<file path="src/decode_pkg.sv">
// Front end shared types
`default_nettype none

package decode_pkg;

	localparam int unsigned NUM_STRANDS = 4;
	localparam int unsigned REG_COUNT = 128;	// 4 strands x 32 regs
	localparam int unsigned MAX_LANES = 4;	// width of a register write

	typedef logic [31:0] word_t;
	typedef logic [31:0] instr_t;
	typedef logic [1:0] strand_t;
	typedef logic [6:0] reg_idx_t;	// {strand, reg field}
	typedef logic [2:0] mask_src_t;
	typedef logic [1:0] op2_src_t;
	typedef logic [5:0] alu_op_t;

	// mask source codes as seen by execute
	localparam mask_src_t MASK_SCALAR1 = 3'd0;
	localparam mask_src_t MASK_SCALAR1_INV = 3'd1;
	localparam mask_src_t MASK_SCALAR2 = 3'd2;
	localparam mask_src_t MASK_SCALAR2_INV = 3'd3;
	localparam mask_src_t MASK_ALL_ONES = 3'd4;

	localparam op2_src_t OP2_SCALAR = 2'd0;
	localparam op2_src_t OP2_VECTOR = 2'd1;
	localparam op2_src_t OP2_IMMEDIATE = 2'd2;

	localparam alu_op_t ALU_ADD = 6'b000101;	// address offset add
	localparam logic [4:0] LINK_REG = 5'd30;	// call return address

	typedef enum logic [1:0]
	{
		FETCH_IDLE,
		FETCH_REQ,
		FETCH_ISSUE
	} fetch_state_e;

	typedef struct packed
	{
		logic valid;
		strand_t strand;
		word_t pc;
		instr_t instr;
	} fetched_t;

	typedef struct packed
	{
		logic valid;
		strand_t strand;
		word_t pc;
		instr_t instr;
		word_t immediate;
		alu_op_t alu_op;
		mask_src_t mask_src;
		logic op1_is_vector;
		op2_src_t op2_src;
		logic store_value_is_vector;
		logic has_writeback;
		reg_idx_t writeback_reg;
		logic writeback_is_vector;
	} decoded_t;

	typedef struct packed
	{
		logic enable;
		logic is_vector;
		reg_idx_t reg_idx;
		word_t [MAX_LANES-1:0] data;	// scalar uses lane 0
	} reg_write_t;

	typedef struct packed
	{
		logic valid;
		strand_t strand;
		word_t target_pc;
	} redirect_t;

endpackage

`default_nettype wire
</file>
<file path="src/strand_pc_counter.sv">
// Per-strand program counters
`timescale 1ns/1ps
`default_nettype none

module strand_pc_counter #(
	parameter decode_pkg::word_t RESET_PC = '0
) (
	input wire logic clk,
	input wire logic arst_n_i,
	input wire logic advance_i,
	input wire decode_pkg::strand_t advance_strand_i,
	input wire decode_pkg::redirect_t redirect_i,
	input wire decode_pkg::strand_t sel_strand_i,
	output decode_pkg::word_t pc_o
);
	import decode_pkg::*;

	word_t pc_q [NUM_STRANDS];
	logic [NUM_STRANDS-1:0] stale_q;	// redirected while its fetch was in flight

	always_ff @(posedge clk or negedge arst_n_i)
	begin
		if (!arst_n_i)
		begin
			for (int s = 0; s < NUM_STRANDS; s++)
				pc_q[s] <= RESET_PC;
			stale_q <= '0;
		end
		else
		begin
			for (int s = 0; s < NUM_STRANDS; s++)
			begin
				if (redirect_i.valid && redirect_i.strand == strand_t'(s))
				begin
					pc_q[s] <= redirect_i.target_pc;	// wins over increment
					// fetch of this strand already uses the old pc
					stale_q[s] <= sel_strand_i == strand_t'(s)
						&& !(advance_i && advance_strand_i == strand_t'(s));
				end
				else if (advance_i && advance_strand_i == strand_t'(s))
				begin
					if (!stale_q[s])
						pc_q[s] <= pc_q[s] + 32'd4;	// next word
					stale_q[s] <= 1'b0;	// keep target for the next round
				end
			end
		end
	end

	assign pc_o = pc_q[sel_strand_i];	// pc of strand being fetched

endmodule

`default_nettype wire

</file>
<file path="config.mk">
export PLATFORM = sky130hd
export DESIGN_NAME = strand_pc_counter
export DESIGN_NICKNAME = d
export VERILOG_FILES = /design/src/decode_pkg.sv /design/src/strand_pc_counter.sv
export SDC_FILE = /design/constraint.sdc
export NUM_CORES = 1
export LEC_CHECK = 0
export BUFFER_PORTS_ARGS = -buffer_cell sky130_fd_sc_hd__buf_4
export CAP_MARGIN = 20
export CORE_MARGIN = 3
export CORE_UTILIZATION = 55
export DETAILED_ROUTE_END_ITERATION = 7
export HOLD_SLACK_MARGIN = 0.08
export PLACE_DENSITY = 0.79
export SYNTH_ARGS = -nofsm -noshare
export SYNTH_HDL_FRONTEND = slang
export SYNTH_SLANG_ARGS = --single-unit
</file>
<file path="constraint.sdc">
create_clock -name clk -period 3.9 [get_ports clk]
set_input_delay 0.585 -clock clk [delete_from_list [all_inputs] [get_ports clk]]
set_output_delay 0.585 -clock clk [all_outputs]
set_load 0.01 [all_outputs]
</file>
==> flow_metrics.env <==
export IMPL_slew_viol_final=0
export IMPL_rsz0062_at_grt="false"
export IMPL_area_delta_synth_final_pct=17.7
export IMPL_fin_util=0.669
export IMPL_path_clk_slew_ns=0.06
export IMPL_die_y_microns=126
export IMPL_clkLatencyLatePin_ns=0.43
export IMPL_hp_class="in2async"
export IMPL_path_class="in2out"
export IMPL_io_pin_count=74
export IMPL_cts_htree_levels=4
export IMPL_synth_area_top_cells="dfrtp_1 (42%), mux4_2 (9.1%), xor2_1 (8.0%)"
export IMPL_diodes=0
export IMPL_peakVddDrop_v=0.000343
export IMPL_avgViaCountPerCell=6.34
export IMPL_min_period_ns=2.54
export IMPL_grt_antenna_before_repair=0
export IMPL_fin_tns_setup_ns=0
export IMPL_cp_data_arrival_time_ns=1.95
export IMPL_setup_viol=0
export IMPL_ctsLongestPathBuffers=2
export IMPL_vias=7048
export IMPL_yosys_area_top_type_share=0.415
export IMPL_cts_buffers=17
export IMPL_hold_buffers=0
export IMPL_synth_nets=905
export IMPL_seq_area_frac_synth=0.415
export IMPL_status="finished, final reports clean"
export IMPL_start_kind="input pin"
export IMPL_critPathRequiredTime_ns=3.31
export IMPL_hold_viol_final=0
export IMPL_start_util=0.569
export IMPL_async_reset_ff_frac=1.00
export IMPL_place_detailed_hpwl_microns=15000
export IMPL_postCtsSetupBuffers=0
export IMPL_synthesis_area_sq_um=7950
export IMPL_grt_pass1_vias=6777
export IMPL_yosys_top_cells_count="nand2_1 (165), dfrtp_1 (132), o21ai_0 (101)"
export IMPL_grt_pass1_wl_microns=35800
export IMPL_synth_cell_types=46
export IMPL_final_period_utilization=0.651
export IMPL_ys_ff_latch=132
export IMPL_wl_per_cell_microns=20.3
export IMPL_fill_cells=1110
export IMPL_layout_nets=964
export IMPL_p_leak_nw=3.60
export IMPL_worst_pin_slew_ns=1.02
export IMPL_yosysMostFrequentCell="nand2_1"
export IMPL_synth_warnings=0
export IMPL_crit_fanout=36
export IMPL_fin_skew_ns=0.00923
export IMPL_synth_edf_count=0
export IMPL_yosys_most_used_dff="dfrtp_1"
export IMPL_cts_tree="built"
export IMPL_drt_total_wl_microns=22600
export IMPL_grt_use_total=0.287
export IMPL_ant_nets=0
export IMPL_fin_area_sq_um=9360
export IMPL_cp_end_kind="output port"
export IMPL_relSlewSlack=0.312
export IMPL_cts_root_buffer="clkbuf_16"
export IMPL_overflow=0
export IMPL_fin_ws_ns=1.36
export IMPL_port_buffer_count=73
export IMPL_placeableCoreArea_sq_um=14000
export IMPL_ctsResizeCount=0
export IMPL_die_area_sq_um=15900
export IMPL_gp_congestion=0.899
export IMPL_powerDensity_nw_per_um2=498
export IMPL_pre_cts_slack_ns=1.17
export IMPL_syn_mean_instance_area_sq_um=9.26
export IMPL_drc_errors=0
export IMPL_die_width_microns=126
export IMPL_clock_fmax_mhz=394
export IMPL_synth_cells=859
export IMPL_grt_max_degree=69
export IMPL_synth_largest_area_cell="dfrtp_1"
export IMPL_layout_drive_gt1_share=0.182
export IMPL_place_area_sq_um=8650
export IMPL_first_pass_iters=5
export IMPL_drt_iter0_markers=836
export IMPL_rows=43
export IMPL_cap_violations=0
export IMPL_clock_sinks=132
## stage by stage
stage	hold WS, ns	total power (W)	std cells
CTS	0.192	0.00465	1109
finish	0.172	0.00466	1111
global placement	0.452	0.00281	1077
global route	0.220	0.00484	1111
detailed placement	0.461	0.00284	1077
floorplan	0.289	0.00244	859
## worst paths after layout
check,start,to,slack [ns],cells after the start
setup reg to reg,pc_q[70],pc_q[85],1.40,5
hold / removal,arst_n_i,pc_q[70],0.17,1
setup / recovery,sel_strand_i[1],pc_o[19],1.36,3
min in group clk,redirect_i[0],pc_q[64],0.37,3
hold reg to reg,pc_q[1],pc_q[1],0.48,2
max in group asynchronous,arst_n_i,pc_q[55],2.94,2
## metal layers
layer | wire length (microns) | up-vias | track usage
met5 | 0 | - | 0
met4 | 582 | 0 | 0.110
met3 | 1850 | 50 | 0.0585
met2 | 10700 | 377 | 0.451
met1 | 9400 | 3447 | 0.395
li1 | - | 3174 | -
## worst max-delay path, stage by stage
cell and delay [ns]:
buf_4 0.53, mux4_2 0.63, buf_4 0.17
## layout make-up
class                      instances  area (sq um)  area share
multi-input combinational        665          4420       0.472
sequential                       132          3300       0.353
timing repair buffer              85           687      0.0734
clock buffer                      22           484      0.0517
tap                              180           225      0.0241
clock inverter                    10           175      0.0187
inverter                          17          63.8     0.00682
## registers in the layout (all words and copies together), names as in the netlist
register,cells
stale_q,4
pc_q,128
## where the power goes
| group | leakage [nW] | internal, W | switching, W |
|---|---|---|---|
| logic | 1.65 | 0.000467 | 0.000432 |
| registers | 1.62 | 0.00162 | 0.000336 |
| clock network | 0.330 | 0.00120 | 0.000614 |
## logic make-up after synthesis
family                   share of synthesized area
AND/OR/NAND/NOR                              0.240
flip-flops                                   0.415
AO/OA/AOI/OAI                               0.0857
XOR/XNOR                                     0.121
buffers and inverters                       0.0315
multiplexers                                0.0999
adder cells (fa/ha/maj)                    0.00629
## cell usage in the layout (no fill, tap or decap), types with 14 or more instances in the layout
master / count
xor2_1: 73
a21oi_1: 14
nor2_1: 39
nor3_1: 17
nand3_1: 52
nand2_1: 165
nand4_1: 42
inv_1: 17
mux4_2: 32
dfrtp_1: 132
nor4_1: 14
xnor2_1: 37
clkbuf_16: 17
o21ai_0: 101
buf_4: 81
Power figures use the tool's default switching activity.
