File: config.mk
export PLATFORM = sky130hd
export DESIGN_NAME = decode_stage
export DESIGN_NICKNAME = d
export VERILOG_FILES = /design/src/decode_pkg.sv /design/src/decode_stage.sv
export SDC_FILE = /design/constraint.sdc
export NUM_CORES = 1
export LEC_CHECK = 0
export BUFFER_PORTS_ARGS = -buffer_cell sky130_fd_sc_hd__buf_2
export CORE_AREA = 2 2 97 99
export DETAILED_ROUTE_END_ITERATION = 10
export DIE_AREA = 0 0 99 101
export MAX_ROUTING_LAYER = met4
export PLACE_DENSITY = 0.87
export SYNTH_ARGS = -nofsm -noshare
export SYNTH_HDL_FRONTEND = slang
export SYNTH_SLANG_ARGS = --single-unit
File: constraint.sdc
create_clock -name clk -period 2.9 [get_ports clk]
set_clock_uncertainty 0.15 [all_clocks]
set_input_delay 0.58 -clock clk [delete_from_list [all_inputs] [get_ports clk]]
set_output_delay 0.58 -clock clk [all_outputs]
set_load 0.005 [all_outputs]
File: src/decode_pkg.sv
// Front end shared types
`default_nettype none

package decode_pkg;

	localparam int unsigned NUM_STRANDS = 4;
	localparam int unsigned REG_COUNT = 128;	// 4 strands x 32 regs
	localparam int unsigned MAX_LANES = 4;	// width of a register write

	typedef logic [31:0] word_t;
	typedef logic [31:0] instr_t;
	typedef logic [1:0] strand_t;
	typedef logic [6:0] reg_idx_t;	// {strand, reg field}
	typedef logic [2:0] mask_src_t;
	typedef logic [1:0] op2_src_t;
	typedef logic [5:0] alu_op_t;

	// mask source codes as seen by execute
	localparam mask_src_t MASK_SCALAR1 = 3'd0;
	localparam mask_src_t MASK_SCALAR1_INV = 3'd1;
	localparam mask_src_t MASK_SCALAR2 = 3'd2;
	localparam mask_src_t MASK_SCALAR2_INV = 3'd3;
	localparam mask_src_t MASK_ALL_ONES = 3'd4;

	localparam op2_src_t OP2_SCALAR = 2'd0;
	localparam op2_src_t OP2_VECTOR = 2'd1;
	localparam op2_src_t OP2_IMMEDIATE = 2'd2;

	localparam alu_op_t ALU_ADD = 6'b000101;	// address offset add
	localparam logic [4:0] LINK_REG = 5'd30;	// call return address

	typedef enum logic [1:0]
	{
		FETCH_IDLE,
		FETCH_REQ,
		FETCH_ISSUE
	} fetch_state_e;

	typedef struct packed
	{
		logic valid;
		strand_t strand;
		word_t pc;
		instr_t instr;
	} fetched_t;

	typedef struct packed
	{
		logic valid;
		strand_t strand;
		word_t pc;
		instr_t instr;
		word_t immediate;
		alu_op_t alu_op;
		mask_src_t mask_src;
		logic op1_is_vector;
		op2_src_t op2_src;
		logic store_value_is_vector;
		logic has_writeback;
		reg_idx_t writeback_reg;
		logic writeback_is_vector;
	} decoded_t;

	typedef struct packed
	{
		logic enable;
		logic is_vector;
		reg_idx_t reg_idx;
		word_t [MAX_LANES-1:0] data;	// scalar uses lane 0
	} reg_write_t;

	typedef struct packed
	{
		logic valid;
		strand_t strand;
		word_t target_pc;
	} redirect_t;

endpackage

`default_nettype wire
File: src/decode_stage.sv
// Instruction decode and register select
`timescale 1ns/1ps
`default_nettype none

module decode_stage (
	input wire logic clk,
	input wire logic arst_n_i,
	input wire decode_pkg::fetched_t fetched_i,
	input wire decode_pkg::redirect_t redirect_i,
	output decode_pkg::reg_idx_t scalar_sel1_o,
	output decode_pkg::reg_idx_t scalar_sel2_o,
	output decode_pkg::reg_idx_t vector_sel1_o,
	output decode_pkg::reg_idx_t vector_sel2_o,
	output decode_pkg::decoded_t decoded_o
);
	import decode_pkg::*;

	instr_t instr;
	strand_t strand;
	logic is_fmt_a, is_fmt_b, is_fmt_c, is_call, is_vec_mem;
	logic [2:0] a_fmt_type, b_fmt_type;
	logic [3:0] c_op_type;
	logic [5:0] a_opcode;
	logic [4:0] b_opcode;
	logic flush;

	word_t imm_d;
	alu_op_t alu_op_d;
	mask_src_t mask_d;
	op2_src_t op2_d;
	logic op1_vec_d, store_vec_d, has_wb_d, wb_vec_d;
	reg_idx_t wb_reg_d;

	logic valid_q, has_wb_q;
	strand_t strand_q;
	word_t pc_q, imm_q;
	instr_t instr_q;
	alu_op_t alu_op_q;
	mask_src_t mask_q;
	op2_src_t op2_q;
	logic op1_vec_q, store_vec_q, wb_vec_q;
	reg_idx_t wb_reg_q;

	assign instr = fetched_i.instr;
	assign strand = fetched_i.strand;
	assign is_fmt_a = instr[31:29] == 3'b110;
	assign is_fmt_b = !instr[31];
	assign is_fmt_c = instr[31:30] == 2'b10;
	assign is_call = instr[31:25] == 7'b1111100;
	assign a_fmt_type = instr[22:20];
	assign b_fmt_type = instr[25:23];
	assign c_op_type = instr[28:25];
	assign a_opcode = instr[28:23];
	assign b_opcode = instr[30:26];
	assign is_vec_mem = c_op_type[3] || c_op_type == 4'b0111;	// block, strided, gather

	// selects leave unregistered, register file adds the cycle
	always_comb
	begin
		if (is_fmt_a && a_fmt_type inside {3'b001, 3'b010, 3'b011})
			scalar_sel1_o = {strand, instr[14:10]};	// mask, s2 busy with src2
		else
			scalar_sel1_o = {strand, instr[4:0]};

		if (is_fmt_c && !instr[29] && !is_vec_mem)
			scalar_sel2_o = {strand, instr[9:5]};	// scalar store value
		else if (is_fmt_a && a_fmt_type inside {3'b000, 3'b001, 3'b010, 3'b011})
			scalar_sel2_o = {strand, instr[19:15]};	// src2
		else
			scalar_sel2_o = {strand, instr[14:10]};	// mask

		if (is_fmt_a && a_fmt_type inside {3'b100, 3'b101, 3'b110})
			vector_sel2_o = {strand, instr[19:15]};	// src2
		else
			vector_sel2_o = {strand, instr[9:5]};	// store value
	end

	assign vector_sel1_o = {strand, instr[4:0]};

	always_comb
	begin
		if (is_fmt_b && b_fmt_type inside {3'b010, 3'b011, 3'b101, 3'b110})
			imm_d = {{24{instr[22]}}, instr[22:15]};	// masked, mask field eats bits
		else if (is_fmt_b)
			imm_d = {{19{instr[22]}}, instr[22:10]};
		else
			imm_d = {{22{instr[24]}}, instr[24:15]};	// memory offset

		if (is_fmt_a)
			op1_vec_d = a_fmt_type != 3'b000;
		else if (is_fmt_b)
			op1_vec_d = b_fmt_type != 3'b000 && !b_fmt_type[2];
		else if (is_fmt_c)
			op1_vec_d = c_op_type inside {4'b1101, 4'b1110, 4'b1111};	// gather base
		else
			op1_vec_d = 1'b0;

		if (is_fmt_a)
			op2_d = instr[22] ? OP2_VECTOR : OP2_SCALAR;
		else
			op2_d = OP2_IMMEDIATE;

		if (is_fmt_a)
			alu_op_d = instr[28:23];
		else if (is_fmt_b)
			alu_op_d = {1'b0, instr[30:26]};
		else
			alu_op_d = ALU_ADD;
	end

	// mask source per format
	always_comb
	begin
		mask_d = MASK_ALL_ONES;
		if (is_fmt_a)
		begin
			case (a_fmt_type)
				3'b010: mask_d = MASK_SCALAR1;	// vector/scalar masked
				3'b011: mask_d = MASK_SCALAR1_INV;
				3'b101: mask_d = MASK_SCALAR2;	// vector/vector masked
				3'b110: mask_d = MASK_SCALAR2_INV;
				3'b111: mask_d = MASK_SCALAR1;	// reserved
				default: mask_d = MASK_ALL_ONES;
			endcase
		end
		else if (is_fmt_b)
		begin
			case (b_fmt_type)
				3'b010, 3'b101: mask_d = MASK_SCALAR2;
				3'b011, 3'b110: mask_d = MASK_SCALAR2_INV;
				default: mask_d = MASK_ALL_ONES;
			endcase
		end
		else if (is_fmt_c)
		begin
			case (c_op_type)
				4'b1000, 4'b1011, 4'b1110: mask_d = MASK_SCALAR2;
				4'b1001, 4'b1100, 4'b1111: mask_d = MASK_SCALAR2_INV;
				default: mask_d = MASK_ALL_ONES;	// scalar, block, unmasked
			endcase
		end
	end

	assign store_vec_d = !(is_fmt_c && !is_vec_mem);
	// all-zero word is a nop
	assign has_wb_d = (is_fmt_a || is_fmt_b || (is_fmt_c && instr[29]) || is_call)
		&& instr != '0;
	assign wb_reg_d = is_call ? {strand, LINK_REG} : {strand, instr[9:5]};

	always_comb
	begin
		if (is_fmt_a)
			wb_vec_d = !(a_opcode[5:4] == 2'b01 || a_opcode[5:2] == 4'b1011)
				&& a_fmt_type != 3'b000;	// compares give a scalar
		else if (is_fmt_b)
			wb_vec_d = !b_opcode[4] && b_fmt_type != 3'b000;
		else if (is_call)
			wb_vec_d = 1'b0;
		else
			wb_vec_d = is_vec_mem;	// vector load
	end

	// drop the word if its strand is being redirected
	assign flush = redirect_i.valid && redirect_i.strand == strand;

	always_ff @(posedge clk or negedge arst_n_i)
	begin
		if (!arst_n_i)
		begin
			valid_q <= 1'b0;
			has_wb_q <= 1'b0;
		end
		else
		begin
			valid_q <= fetched_i.valid && !flush;
			has_wb_q <= has_wb_d && !flush;
		end
	end

	always_ff @(posedge clk)
	begin
		instr_q <= flush ? '0 : instr;
		strand_q <= strand;
		pc_q <= fetched_i.pc;
		imm_q <= imm_d;
		alu_op_q <= alu_op_d;
		mask_q <= mask_d;
		op1_vec_q <= op1_vec_d;
		op2_q <= op2_d;
		store_vec_q <= store_vec_d;
		wb_reg_q <= wb_reg_d;
		wb_vec_q <= wb_vec_d;
	end

	always_comb
	begin
		decoded_o.valid = valid_q;
		decoded_o.strand = strand_q;
		decoded_o.pc = pc_q;
		decoded_o.instr = instr_q;
		decoded_o.immediate = imm_q;
		decoded_o.alu_op = alu_op_q;
		decoded_o.mask_src = mask_q;
		decoded_o.op1_is_vector = op1_vec_q;
		decoded_o.op2_src = op2_q;
		decoded_o.store_value_is_vector = store_vec_q;
		decoded_o.has_writeback = has_wb_q;
		decoded_o.writeback_reg = wb_reg_q;
		decoded_o.writeback_is_vector = wb_vec_q;
	end

endmodule

`default_nettype wire

==> flow_summary_export.csv <==
group,metric,value,unit
die,chipHeight,101,µm
setup_path,end_kind,"primary output",
setup_path,critPathKind,"in -> out",
sta,finalCritPeriodShare,0.918,
sta,min_period,2.66,ns
sta,rsz0062_at_grt,"false",
setup_path,crit_buf_inv,3,
routing,routed_wl,9.66,mm
power,pwr-share-clk,0.305,
cts,clk_pin_slew_worst_paths,0.10,ns
logic_synthesis,synthesis.instances,325,
logic_synthesis,synth.top_cell.area_share,0.542,
setup_path,worstPathCellList,"buf_2 -> nand2b_4 -> nor2_4 -> inv_8 -> nor2_8 -> mux2_4 -> mux2_2 -> buf_2",
grt,antenna_found_initial,0,
setup_path,crit_end,"scalar_sel2_o[3]",
setup_path,crit_start,"fetched_i[29]",
placed_design,io_buffers,220,
power,ir_drop,292,µV
cts,cts_buffers,9,
sta,worst_pin_slew,0.432,ns
cells_and_area,final_core_util,0.529,
die,rows,35,
logic_synthesis,synth_flop_cell,"dfxtp_1",
die,start_util,0.403,
cells_and_area,num_antenna_cells,0,
setup_path,critPathSlowestCell,"mux2_4",
logic_synthesis,synth_nets,429,
routing,vias_per_cell,4.71,
logic_synthesis,async_flop_share,0.0200,
cts,cts_sinks,100,
routing,ant_nets,0,
power,power.leakage,0.00231,µW
cts,cts_root_buf,"clkbuf_8",
logic_synthesis,synth_edf_count,0,
min_path,hold_path_class,"in -> reg",
power,p_sw_frac,0.262,
sta,hold_viol,0,
routing,num_vias,2937,
sta,drv_slew,0,
grt,grt-busiest-layer,"met2",
cts,htreeDepth,3,
power,power_frac_seq,0.544,
flow_run,cap_viol_max_count,0,
cts,cts_tree,"done",
logic_synthesis,synth_top_area_cell,"dfxtp_1",
status,status,"completed",
sta,maxSlewHeadroom,0.708,
logic_synthesis,ys_seq_area_frac,0.556,
logic_synthesis,synth.distinct_cells,49,
logic_synthesis,synth.area.top_cells,"dfxtp_1 54%, buf_4 8.5%, mux2_2 5.9%",
logic_synthesis,ys_seq_elements,100,
setup_path,critPathArrivalTime,1.93,ns
placed_design,place_ws,0.234,ns
routing,drtIter0Drc,96,
cts,cts_buffer_depth,2,
grt,grt_pass1_vias,2819,
power,intPower,2030,µW
sta,setup_slack,0.239,ns
logic_synthesis,yosysWarnings,0,
grt,use_met2,0.317,
cells_and_area,drive_gt1_frac,0.550,
setup_path,crit_family,"multiplexers",
cells_and_area,fin_nets,612,
grt,gr-total-overflow,0,
die,die-area,0.0100,mm²
routing,drc,0,
routing,dr.pass1.iters,4,
cts,ctsHoldBuffers,1,
grt,grt_max_degree,22,
sta,setup_viol,0,
setup_path,crit_fanout,7,
sta,max_freq,0.376,GHz
grt,grtUsageMet1,0.237,
setup_path,max_stage_delay,0.31,ns
die,ioPinCount,253,
die,core_area,0.00898,mm²
die,die_x,99,µm
cts,post_cts_resized,0,
setup_path,worstSetupStartpointType,"input pin",
setup_path,cp.depth,8,
routing,wl_per_cell,15.5,µm
setup_path,cpMostUsedCell,"buf_2",
cts,cts_setup_buffers,0,
cells_and_area,area_growth,31.2,%
grt,track_usage,0.193,
grt,grt.met3_usage,0.0395,
sta,fin_tns_setup,0,ns
sta,worst_hold_slack,0.166,ns
power,power_density,578,mW/mm²
logic_synthesis,syn_avg_cell_area,11.1,µm²
placed_design,dp_hpwl,7.51,mm
power,comb_power_share,0.151,
logic_synthesis,synthesis.area,0.00362,mm²
power,switchingPower,719,µW
setup_path,worstPathRequired,2.17,ns
grt,grt_pass1_wl,14.7,mm
placed_design,place_congestion,0.851,
registers in the layout, summed over array words and instances (netlist names):
| register | cells |
|---|---|
| wb_vec_q | 1 |
| instr_q | 32 |
| store_vec_q | 1 |
| valid_q | 1 |
| alu_op_q | 6 |
| has_wb_q | 1 |
| mask_q | 3 |
| op1_vec_q | 1 |
| pc_q | 32 |
| wb_reg_q | 5 |
| op2_q | 2 |
| imm_q | 13 |
| strand_q | 2 |
synthesized netlist by cell type, drive strengths merged, types with 3 or more instances:
master  number
xor2         3
clkbuf      12
and2        31
o21ai       10
nand2       10
a31oi        5
a21oi        8
nand2b       4
mux2        29
nor3         4
nor2b        4
nand3        7
dfxtp       98
xnor2        4
nor2        13
nor4         7
inv          5
or2          4
buf         45
how the worst min path moves through the flow:
stage	startpoint	cells past startpoint	end	slack, ns
4_1_cts	fetched_i[36]	1	pc_q[4]	0.15
6_report	fetched_i[43]	1	pc_q[11]	0.17
2_1_floorplan	arst_n_i	0	has_wb_q	0.13
5_1_grt	fetched_i[53]	1	pc_q[21]	0.13
3_5_place_dp	arst_n_i	1	has_wb_q	0.22
3_3_place_gp	arst_n_i	1	valid_q	0.22
power groups by stage:
stage	Clock (µW)	Combinational, µW	Sequential [µW]
2_1_floorplan	0	209	1540
3_3_place_gp	0	407	1520
3_5_place_dp	0	416	1530
4_1_cts	872	418	1500
5_1_grt	930	453	1510
6_report	838	414	1500
metrics by stage:
stage	power [µW]	cells	area [µm²]
final	2750	624	4750
after CTS	2790	624	4750
after global placement	1930	607	4550
after floorplan	1750	325	3620
after global routing	2890	624	4750
after detailed placement	1940	607	4550
cells in the final DEF (no fill, tap or decap), types with 4 or more instances in the layout:
| master | instances |
|---|---|
| buf_4 | 8 |
| mux2_2 | 19 |
| dfxtp_1 | 98 |
| mux2_1 | 5 |
| buf_2 | 220 |
| and2_1 | 31 |
| mux2_4 | 5 |
| nor2b_1 | 4 |
| or2_2 | 4 |
| nand2_1 | 9 |
| o21ai_0 | 8 |
| a21oi_1 | 7 |
| nor3_1 | 4 |
| xnor2_1 | 4 |
| nor2_1 | 10 |
| nand3_1 | 7 |
| a31oi_1 | 5 |
| nor4_1 | 6 |
| clkbuf_8 | 10 |
routing by layer:
metal | share of wire | vias up
met2 | 0.52 | 130
met5 | 0 | -
met1 | 0.40 | 1380
li1 | - | 1416
met3 | 0.057 | 11
met4 | 0.015 | 0
cell families (layout without fill, tap and decap cells):
group	count (synthesis)	count (layout)	synth area share
XOR/XNOR	7	7	0.0169
AND/OR/NAND/NOR	88	88	0.147
AO/OA/AOI/OAI	38	38	0.0719
flip-flops	100	100	0.556
multiplexers	30	30	0.0981
buffers and inverters	62	250	0.110
layout make-up:
class                           instances  area, µm²
Fill cell                             812       4230
Sequential cell                       100       2010
Multi-Input combinational cell        163       1210
Timing Repair Buffer                  229       1170
Tap cell                              111        139
Clock buffer                           10        138
Clock inverter                          6       53.8
Inverter                                5       26.3
Power figures use the tool's default switching activity.
