==> src/decode_pkg.sv <==
// Front end shared types
`default_nettype none

package decode_pkg;

	localparam int unsigned NUM_STRANDS = 4;
	localparam int unsigned REG_COUNT = 128;	// 4 strands x 32 regs
	localparam int unsigned MAX_LANES = 4;	// width of a register write

	typedef logic [31:0] word_t;
	typedef logic [31:0] instr_t;
	typedef logic [1:0] strand_t;
	typedef logic [6:0] reg_idx_t;	// {strand, reg field}
	typedef logic [2:0] mask_src_t;
	typedef logic [1:0] op2_src_t;
	typedef logic [5:0] alu_op_t;

	// mask source codes as seen by execute
	localparam mask_src_t MASK_SCALAR1 = 3'd0;
	localparam mask_src_t MASK_SCALAR1_INV = 3'd1;
	localparam mask_src_t MASK_SCALAR2 = 3'd2;
	localparam mask_src_t MASK_SCALAR2_INV = 3'd3;
	localparam mask_src_t MASK_ALL_ONES = 3'd4;

	localparam op2_src_t OP2_SCALAR = 2'd0;
	localparam op2_src_t OP2_VECTOR = 2'd1;
	localparam op2_src_t OP2_IMMEDIATE = 2'd2;

	localparam alu_op_t ALU_ADD = 6'b000101;	// address offset add
	localparam logic [4:0] LINK_REG = 5'd30;	// call return address

	typedef enum logic [1:0]
	{
		FETCH_IDLE,
		FETCH_REQ,
		FETCH_ISSUE
	} fetch_state_e;

	typedef struct packed
	{
		logic valid;
		strand_t strand;
		word_t pc;
		instr_t instr;
	} fetched_t;

	typedef struct packed
	{
		logic valid;
		strand_t strand;
		word_t pc;
		instr_t instr;
		word_t immediate;
		alu_op_t alu_op;
		mask_src_t mask_src;
		logic op1_is_vector;
		op2_src_t op2_src;
		logic store_value_is_vector;
		logic has_writeback;
		reg_idx_t writeback_reg;
		logic writeback_is_vector;
	} decoded_t;

	typedef struct packed
	{
		logic enable;
		logic is_vector;
		reg_idx_t reg_idx;
		word_t [MAX_LANES-1:0] data;	// scalar uses lane 0
	} reg_write_t;

	typedef struct packed
	{
		logic valid;
		strand_t strand;
		word_t target_pc;
	} redirect_t;

endpackage

`default_nettype wire
==> src/strand_fetch_ctrl.sv <==
// Round-robin instruction fetch
`timescale 1ns/1ps
`default_nettype none

module strand_fetch_ctrl (
	input wire logic clk,
	input wire logic arst_n_i,
	output logic wb_cyc_o,
	output logic wb_stb_o,
	output decode_pkg::word_t wb_adr_o,
	input wire decode_pkg::instr_t wb_dat_i,
	input wire logic wb_ack_i,
	input wire decode_pkg::word_t pc_i,
	output decode_pkg::strand_t sel_strand_o,
	output logic advance_o,
	output decode_pkg::fetched_t fetched_o
);
	import decode_pkg::*;

	fetch_state_e state_q;
	fetch_state_e state_d;
	strand_t ptr_q;	// round-robin pointer
	word_t adr_q;
	instr_t instr_q;
	strand_t strand_q;	// strand of the captured word
	logic ack_seen;

	assign ack_seen = state_q == FETCH_REQ && wb_ack_i;

	always_comb
	begin
		state_d = state_q;
		case (state_q)
			FETCH_IDLE: state_d = FETCH_REQ;	// strand picked, address latched
			FETCH_REQ:
			begin
				if (wb_ack_i)
					state_d = FETCH_ISSUE;
			end
			FETCH_ISSUE: state_d = FETCH_IDLE;
			default: state_d = FETCH_IDLE;
		endcase
	end

	always_ff @(posedge clk or negedge arst_n_i)
	begin
		if (!arst_n_i)
		begin
			state_q <= FETCH_IDLE;
			ptr_q <= '0;
		end
		else
		begin
			state_q <= state_d;
			if (ack_seen)
				ptr_q <= ptr_q + strand_t'(1);	// move on once the word is in
		end
	end

	always_ff @(posedge clk)
	begin
		if (state_q == FETCH_IDLE)
			adr_q <= pc_i;	// held stable for the whole cycle
		if (ack_seen)
		begin
			instr_q <= wb_dat_i;
			strand_q <= ptr_q;
		end
	end

	// classic read, we is always low
	assign wb_cyc_o = state_q == FETCH_REQ;
	assign wb_stb_o = state_q == FETCH_REQ;
	assign wb_adr_o = adr_q;

	assign sel_strand_o = ptr_q;
	assign advance_o = ack_seen;	// bump pc of the acked strand

	always_comb
	begin
		fetched_o.valid = state_q == FETCH_ISSUE;	// one cycle after ack
		fetched_o.strand = strand_q;
		fetched_o.pc = adr_q;
		fetched_o.instr = instr_q;
	end

endmodule

`default_nettype wire

==> config.mk <==
export PLATFORM = sky130hd
export DESIGN_NAME = strand_fetch_ctrl
export DESIGN_NICKNAME = d
export VERILOG_FILES = /design/src/decode_pkg.sv /design/src/strand_fetch_ctrl.sv
export SDC_FILE = /design/constraint.sdc
export NUM_CORES = 1
export LEC_CHECK = 0
export BUFFER_PORTS_ARGS = -buffer_cell sky130_fd_sc_hd__buf_4
export CORE_AREA = 2 2 93 95
export CTS_CLUSTER_DIAMETER = 150
export DETAILED_ROUTE_END_ITERATION = 6
export DIE_AREA = 0 0 95 97
export GPL_ROUTABILITY_DRIVEN = 1
export SETUP_SLACK_MARGIN = 0.4
export SLEW_MARGIN = 10
export SYNTH_ARGS = -nofsm -noshare
export SYNTH_HDL_FRONTEND = slang
export SYNTH_SLANG_ARGS = --single-unit
==> constraint.sdc <==
create_clock -name clk -period 6.6 [get_ports clk]
set_clock_uncertainty 0.1 [all_clocks]
set_input_delay 0.66 -clock clk [delete_from_list [all_inputs] [get_ports clk]]
set_output_delay 0.66 -clock clk [all_outputs]
set_load 0.05 [all_outputs]
==> results of run 1 <==
## state kept, by name, indices dropped and copies added (netlist names)
register / flops
sel_strand_o: 2
instr_q: 32
strand_q: 2
wb_adr_o: 32
state_q: 2
## cell usage after synthesis
library cell  count  area (µm²)
nor2b_1           1        6.26
and2b_1           1        7.51
dfrtp_1           4         100
a21oi_1           1        5.00
and3b_1           1        8.76
nor2_1            1        3.75
buf_4            33         248
xor2_1            1        8.76
and3b_2           1        10.0
nand4b_1          1        8.76
edfxtp_1         66        1980
xnor2_1           1        8.76
## power breakdown
| group | switching (mW) | internal (mW) |
|---|---|---|
| combinational | 0.340 | 0.128 |
| clock | 0.162 | 0.214 |
| sequential | 0.0283 | 0.557 |
## metrics by stage
stage | area, µm² | cells
after floorplan | 2400 | 112
after global placement | 3570 | 355
after detailed placement | 3570 | 355
after CTS | 3800 | 372
after global routing | 3800 | 372
final | 3800 | 372
## critical path, delay by kind of cell, from the launching register on
kind	cells	cell delay, ns
buffers and inverters	1	0.33
AND/OR/NAND/NOR	1	0.80
flip-flops	1	0.43
## cells by family after synthesis
logic type | count (synthesis) | synth area share, %
AOI/OAI and AO/OA | 1 | 0.209
buffers and inverters | 33 | 10.3
xor gates and xnor gates | 2 | 0.731
DFF | 70 | 86.8
and+or+nand+nor | 6 | 1.88
## placed cells by master, fill, tap and decap left out, types with 2 or more instances in the layout
cell          n
clkbuf_8      9
bufinv_16     2
clkinvlp_4    2
dfrtp_1       4
buf_4       171
edfxtp_1     66
## final cells by class
type                       count  area, µm²
multi-input combinational      9       70.1
timing repair buffer         172       1290
sequential                    70       2080
clock buffer                   9        124
fill                         722       4340
tap                          105        131
clock inverter                 7       97.6
## final timing paths
path	start	endpoint	slack, ns	depth (start not counted)
worst max-delay path	state_q[1]$_DFFE_PN0P_	advance_o	3.93	2
worst min-delay path	wb_dat_i[24]	instr_q[24]$_DFFE_PP_	0.40	1
worst max register to register	state_q[1]$_DFFE_PN0P_	instr_q[20]$_DFFE_PP_	4.88	1
worst min register to register	sel_strand_o[1]$_DFFE_PN0P_	sel_strand_o[1]$_DFFE_PN0P_	0.41	1
max in group asynchronous	arst_n_i	sel_strand_o[0]$_DFFE_PN0P_	5.73	2
min in group asynchronous	arst_n_i	state_q[0]$_DFFE_PN0P_	0.56	2
## per-layer routing
metal,vias to the layer above,track usage (%)
met5,-,0
met4,0,5.02
met3,4,8.80
met2,109,19.7
met1,699,13.3
li1,680,-
## repair_timing
action | CTS | global route
hold buffers | 1 | 0
endpoints found under the setup margin | 0 | 0
resized for setup | 0 | 0
hold endpoints to repair | 4 | 0
buffers inserted | 0 | 0
==> results.md, run 1 <==
- Initial antenna violation count: 0
- Critical-path cell list: and3b_2 > buf_4
- PortBufs: 170
- Pleak: 1.64 nW
- # DRC: 0
- Global-route wire length before repair: 8.25 mm
- Share of cells above drive strength 1: 70.8%
- Fin. max-slew vios: 0
- Routed wire length: 5.91 mm
- CP Launch Type: flip-flop
- Vias in the first global route: 1482
- Die height: 97 µm
- Slew Limit Headroom: 46.1%
- Worst Path Max Fanout: 36
- Endpoints failing hold: 0
- Ports: 171
- Antenna Nets Post-Route: 0
- TritonCTS clock tree: done
- Final TNS setup: 0 ns
- Worst Hold Class: input pin to flip-flop
- WP data arrival: 1.91 ns
- Synth Area per Inst: 21.4 µm²
- Largest net degree at the start of global routing: 37
- Met2 wire length: 2.85 mm
- RSZ-0062 raised after global routing: false
- MaxCap Viol Count: 0
- Dpl ws: 3.96 ns
- Routed len/inst: 15.9 µm
- Root Driver: clkbuf_8
- Setup crit end kind: output port
- Pwr Density: 376 nW/µm²
- Syn_nets: 179
- # rows: 33
- Core Util, Final: 46.7%
- Maximum vdd drop: 0.120 mV
- PnR worst setup slack: 3.93 ns
- Critical Path RT: 5.84 ns
- Critical Path Max Stage Delay: 0.80 ns
- Worst setup path class: flip-flop to output port
- Hold_ws: 0.398 ns
- CTS max path bufs: 2
- Sequential area share after synthesis: 86.8%
- Via-per-instance ratio: 4.01
- # diodes: 0
- Slowest CP cell: and3b_2
- DRT iter0 DRCs: 45
- Final count of negative-setup-slack endpoints: 0
- Final nets: 329
- Syn-to-layout area delta: 58.5%
- Mapped Cells: 112
- Worst Max-Slew Pin Slew: 0.808 ns
- Routed vias: 1492
- Clk Latency, worst-skew pair: 0.33 ns
- Congestion Overflow GR: 0
- Global placer's final weighted congestion: 0.735
- Total core area: 8130 µm²
- Post-Syn Area: 2400 µm²
- Tot GR Track Use: 12.7%
- Length of the first detailed-routing pass in iterations: 3
- Yosys reg bits: 70
- # clock sinks: 70
- Synth warn: 0
- Library cells used by synthesis: 12
- Fmax: 375 MHz
- Wire length on met3: 953 µm
- Top layer reached by signal wires: met4
- H-tree depth: 3
- Wl on met1: 2.04 mm
- Die ar.: 9220 µm²
- Total Power: 1.43 mW
- Die width: 95 µm
- Tcrit/Tclk final: 40.4%
- CTS buffer count: 9
- Status: finished clean
- Starting Density: 29.5%
- Clock-pin slew of the registers on the worst-case setup and hold paths: 0.08 ns
- Fin crit period: 2.67 ns
(Power assumes the default switching activity.)
==> run 2, diff against run 1 <==
==> constraint.sdc (replaced) <==
create_clock -name clk -period 2.4 [get_ports clk]
set_clock_uncertainty 0.1 [all_clocks]
set_input_delay 0.24 -clock clk [delete_from_list [all_inputs] [get_ports clk]]
set_output_delay 0.24 -clock clk [all_outputs]
set_load 0.05 [all_outputs]
==> run 2 against run 1 <==
Combinational power increased to 2.9 times the previous value. Global-route usage increased by 0.94 points. Clock power is 130% higher. Via count is 17% higher. Sequential cell count is the same. Register-to-register slack worse by 4.1 ns. Design area increased by 17%. Critical endpoint unchanged. Power grew to 2.7 times the previous value. Cell count grew 18%. Sequential share of layout area shrank 7.8 points. Sequential power rose to 2.8 times the previous value. Critical path type unchanged. First-iteration DRC count decreased by 22%.
==> results.md, run 2 (synthesized netlist as in run 1, its figures left out) <==
- Fin crit period: 1.88 ns
- Pwr Density: 876 nW/µm² (+130%)
- Post CTS Setup Buffer Count: 0 (unchanged)
- Largest net degree at the start of global routing: 33 (-11%)
- Final count of negative-setup-slack endpoints: 0 (unchanged)
- Sw Ratio: 37.4% (+0.27 points)
- Initial antenna violation count: 0 (unchanged)
- Tcrit/Tclk final: 78.2%
- RSZ-0062 raised after global routing: false
- CTS max path bufs: 2 (unchanged)
- Die ar.: 9220 µm² (unchanged)
- Critical Path RT: 2.06 ns (-3.78 ns)
- Routed wire length: 6.52 mm (+10%)
- Final TNS setup: 0 ns (unchanged)
- WP data arrival: 1.54 ns (-0.37 ns)
- PortBufs: 170 (unchanged)
- Via-per-instance ratio: 3.99 (-0.44%)
- Critical R2R Capture: instr_q[10]$_DFFE_PP_
- Clk Latency, worst-skew pair: 0.33 ns (about the same)
- Slew Limit Headroom: 73.9% (+28 points)
- Post-route cell area: 4430 µm² (+17%)
- # DRC: 0 (unchanged)
- Total core area: 8130 µm² (unchanged)
- Fin. max-slew vios: 0 (unchanged)
- Starting Density: 29.5% (unchanged)
- Net Switching: 1.45 mW (+170%)
- Routed len/inst: 14.8 µm (-6.5%)
- Int Power: 2.43 mW (+170%)
- CP Launch Type: flip-flop
- Commonest non-fill, non-tap cell in the layout: buf_4
- Die width: 95 µm (unchanged)
- R2R setup slack: 0.82 ns (-4.06 ns)
- TritonCTS clock tree: done
- Fmax: 533 MHz
- Worst Path Max Fanout: 16 (-56%)
- Worst setup path class: flip-flop to output port
- Ports: 171 (unchanged)
- Clock power share: 22.7% (-3.6 points)
- H-tree depth: 3 (unchanged)
- Setup crit end kind: output port
- R2R Path Start: state_q[1]$_DFFE_PN0P_
- Maximum vdd drop: 0.309 mV (+160%)
- Seq pwr share: 41.6% (+0.7 points)
- Tot GR Track Use: 13.6% (+0.94 points)
- CTS buffer count: 9 (unchanged)
- Global-route wire length before repair: 9.11 mm (+10%)
- Post-DP Area: 3590 µm² (+0.63%)
- # diodes: 0 (unchanged)
- Endpoints failing hold: 0 (unchanged)
- # rows: 33 (unchanged)
- Dpl hpwl: 4.34 mm
- Final-layout fill cell count: 649 (-10%)
- Antenna Nets Post-Route: 0 (unchanged)
- Global placer's final weighted congestion: 0.671 (-8.8%)
- Worst Hold Class: input pin to async pin
- Status: finished clean
- Routed vias: 1753 (+17%)
- Congestion Overflow GR: 0 (unchanged)
- Commonest cells after routing, fill and taps aside: buf_4 (174), dlygate4sd3_1 (66), edfxtp_1 (66)
- Pleak: 1.91 nW (+17%)
- Share of cells above drive strength 1: 56.3% (-14 points)
- Root Driver: clkbuf_8
- Clock-pin slew of the registers on the worst-case setup and hold paths: 0.07 ns (about the same)
- Worst Max-Slew Pin Slew: 0.391 ns (-0.417 ns)
- Final nets: 397 (+21%)
- Length of the first detailed-routing pass in iterations: 3 (unchanged)
- MaxCap Viol Count: 0 (unchanged)
- R2r worst-path depth: 2 (+1)
- Die height: 97 µm (unchanged)
- # clock sinks: 70 (unchanged)
- Gate power share: 35.7% (+2.9 points)
- Vias in the first global route: 1797 (+21%)
- Syn-to-layout area delta: 84.9%
- DRT iter0 DRCs: 35 (-22%)
==> run 2: cell types whose count changed in the layout (fill, tap and decap cells not counted), sizes merged <==
cell,previous run,this run
inv,1,0
bufinv,2,1
clkinvlp,2,0
clkbuf,9,10
clkinv,2,4
dlygate4sd3,1,66
buf,171,174
==> run 2: cell type report <==
class,count,area [µm²],area share (%)
Tap cell,105,131,2.96
Sequential cell,70,2080,47.0
Timing Repair Buffer,240,1970,44.4
Multi-Input combinational cell,9,72.6,1.64
Clock buffer,10,128,2.88
Clock inverter,5,51.3,1.16
==> run 2: how the worst max path moves through the flow <==
stage / to / slack, ns / from
6_report: advance_o / 0.52 / state_q[1]$_DFFE_PN0P_
2_1_floorplan: wb_stb_o / 0.55 / state_q[0]$_DFFE_PN0P_
3_3_place_gp: instr_q[25]$_DFFE_PP_ / 0.80 / state_q[1]$_DFFE_PN0P_
3_5_place_dp: instr_q[22]$_DFFE_PP_ / 0.78 / state_q[1]$_DFFE_PN0P_
5_1_grt: advance_o / 0.43 / state_q[1]$_DFFE_PN0P_
4_1_cts: advance_o / 0.45 / wb_ack_i
==> run 2: critical path: stages, from the launching register on <==
cell and delay, ns:
dfrtp_1 0.44, and3b_4 0.50, buf_4 0.26
==> run 2: power by group through the flow <==
stage / logic, mW / clock network (mW) / registers [mW]
6_report: 1.38 / 0.881 / 1.62
5_1_grt: 1.44 / 0.984 / 1.63
4_1_cts: 1.39 / 0.909 / 1.62
3_5_place_dp: 1.30 / 0 / 1.64
3_3_place_gp: 1.30 / 0 / 1.64
2_1_floorplan: 0.460 / 0 / 2.11
==> run 2: per-layer routing <==
layer,wire length (µm),global-route usage (%),vias to the layer above,part of all wire [%]
met5,0,0,-,0
met4,94,6.02,0,1.4
met3,857,7.63,10,13
met2,3210,22.8,127,49
met1,2360,13.7,801,36
li1,-,-,815,-
==> run 2: per-stage QoR <==
| step | power (mW) | utilization (%) | worst slack (ns) | instances | hold slack (ns) |
|---|---|---|---|---|---|
| 2_1_floorplan | 2.57 | - | 0.555 | 112 | -0.156 |
| 3_3_place_gp | 2.94 | 44.1 | 0.805 | 358 | -0.0635 |
| 3_5_place_dp | 2.94 | 44.1 | 0.776 | 358 | -0.0639 |
| 4_1_cts | 3.92 | 54.5 | 0.454 | 439 | 0.116 |
| 5_1_grt | 4.05 | 54.5 | 0.425 | 439 | 0.126 |
| 6_report | 3.88 | 54.5 | 0.524 | 439 | 0.160 |
==> run 2: repair_timing <==
action	4_1_cts	5_1_grt
hold buffers	66	0
hold endpoints to repair	69	0
setup endpoints to repair	0	1
gates resized for setup	0	1
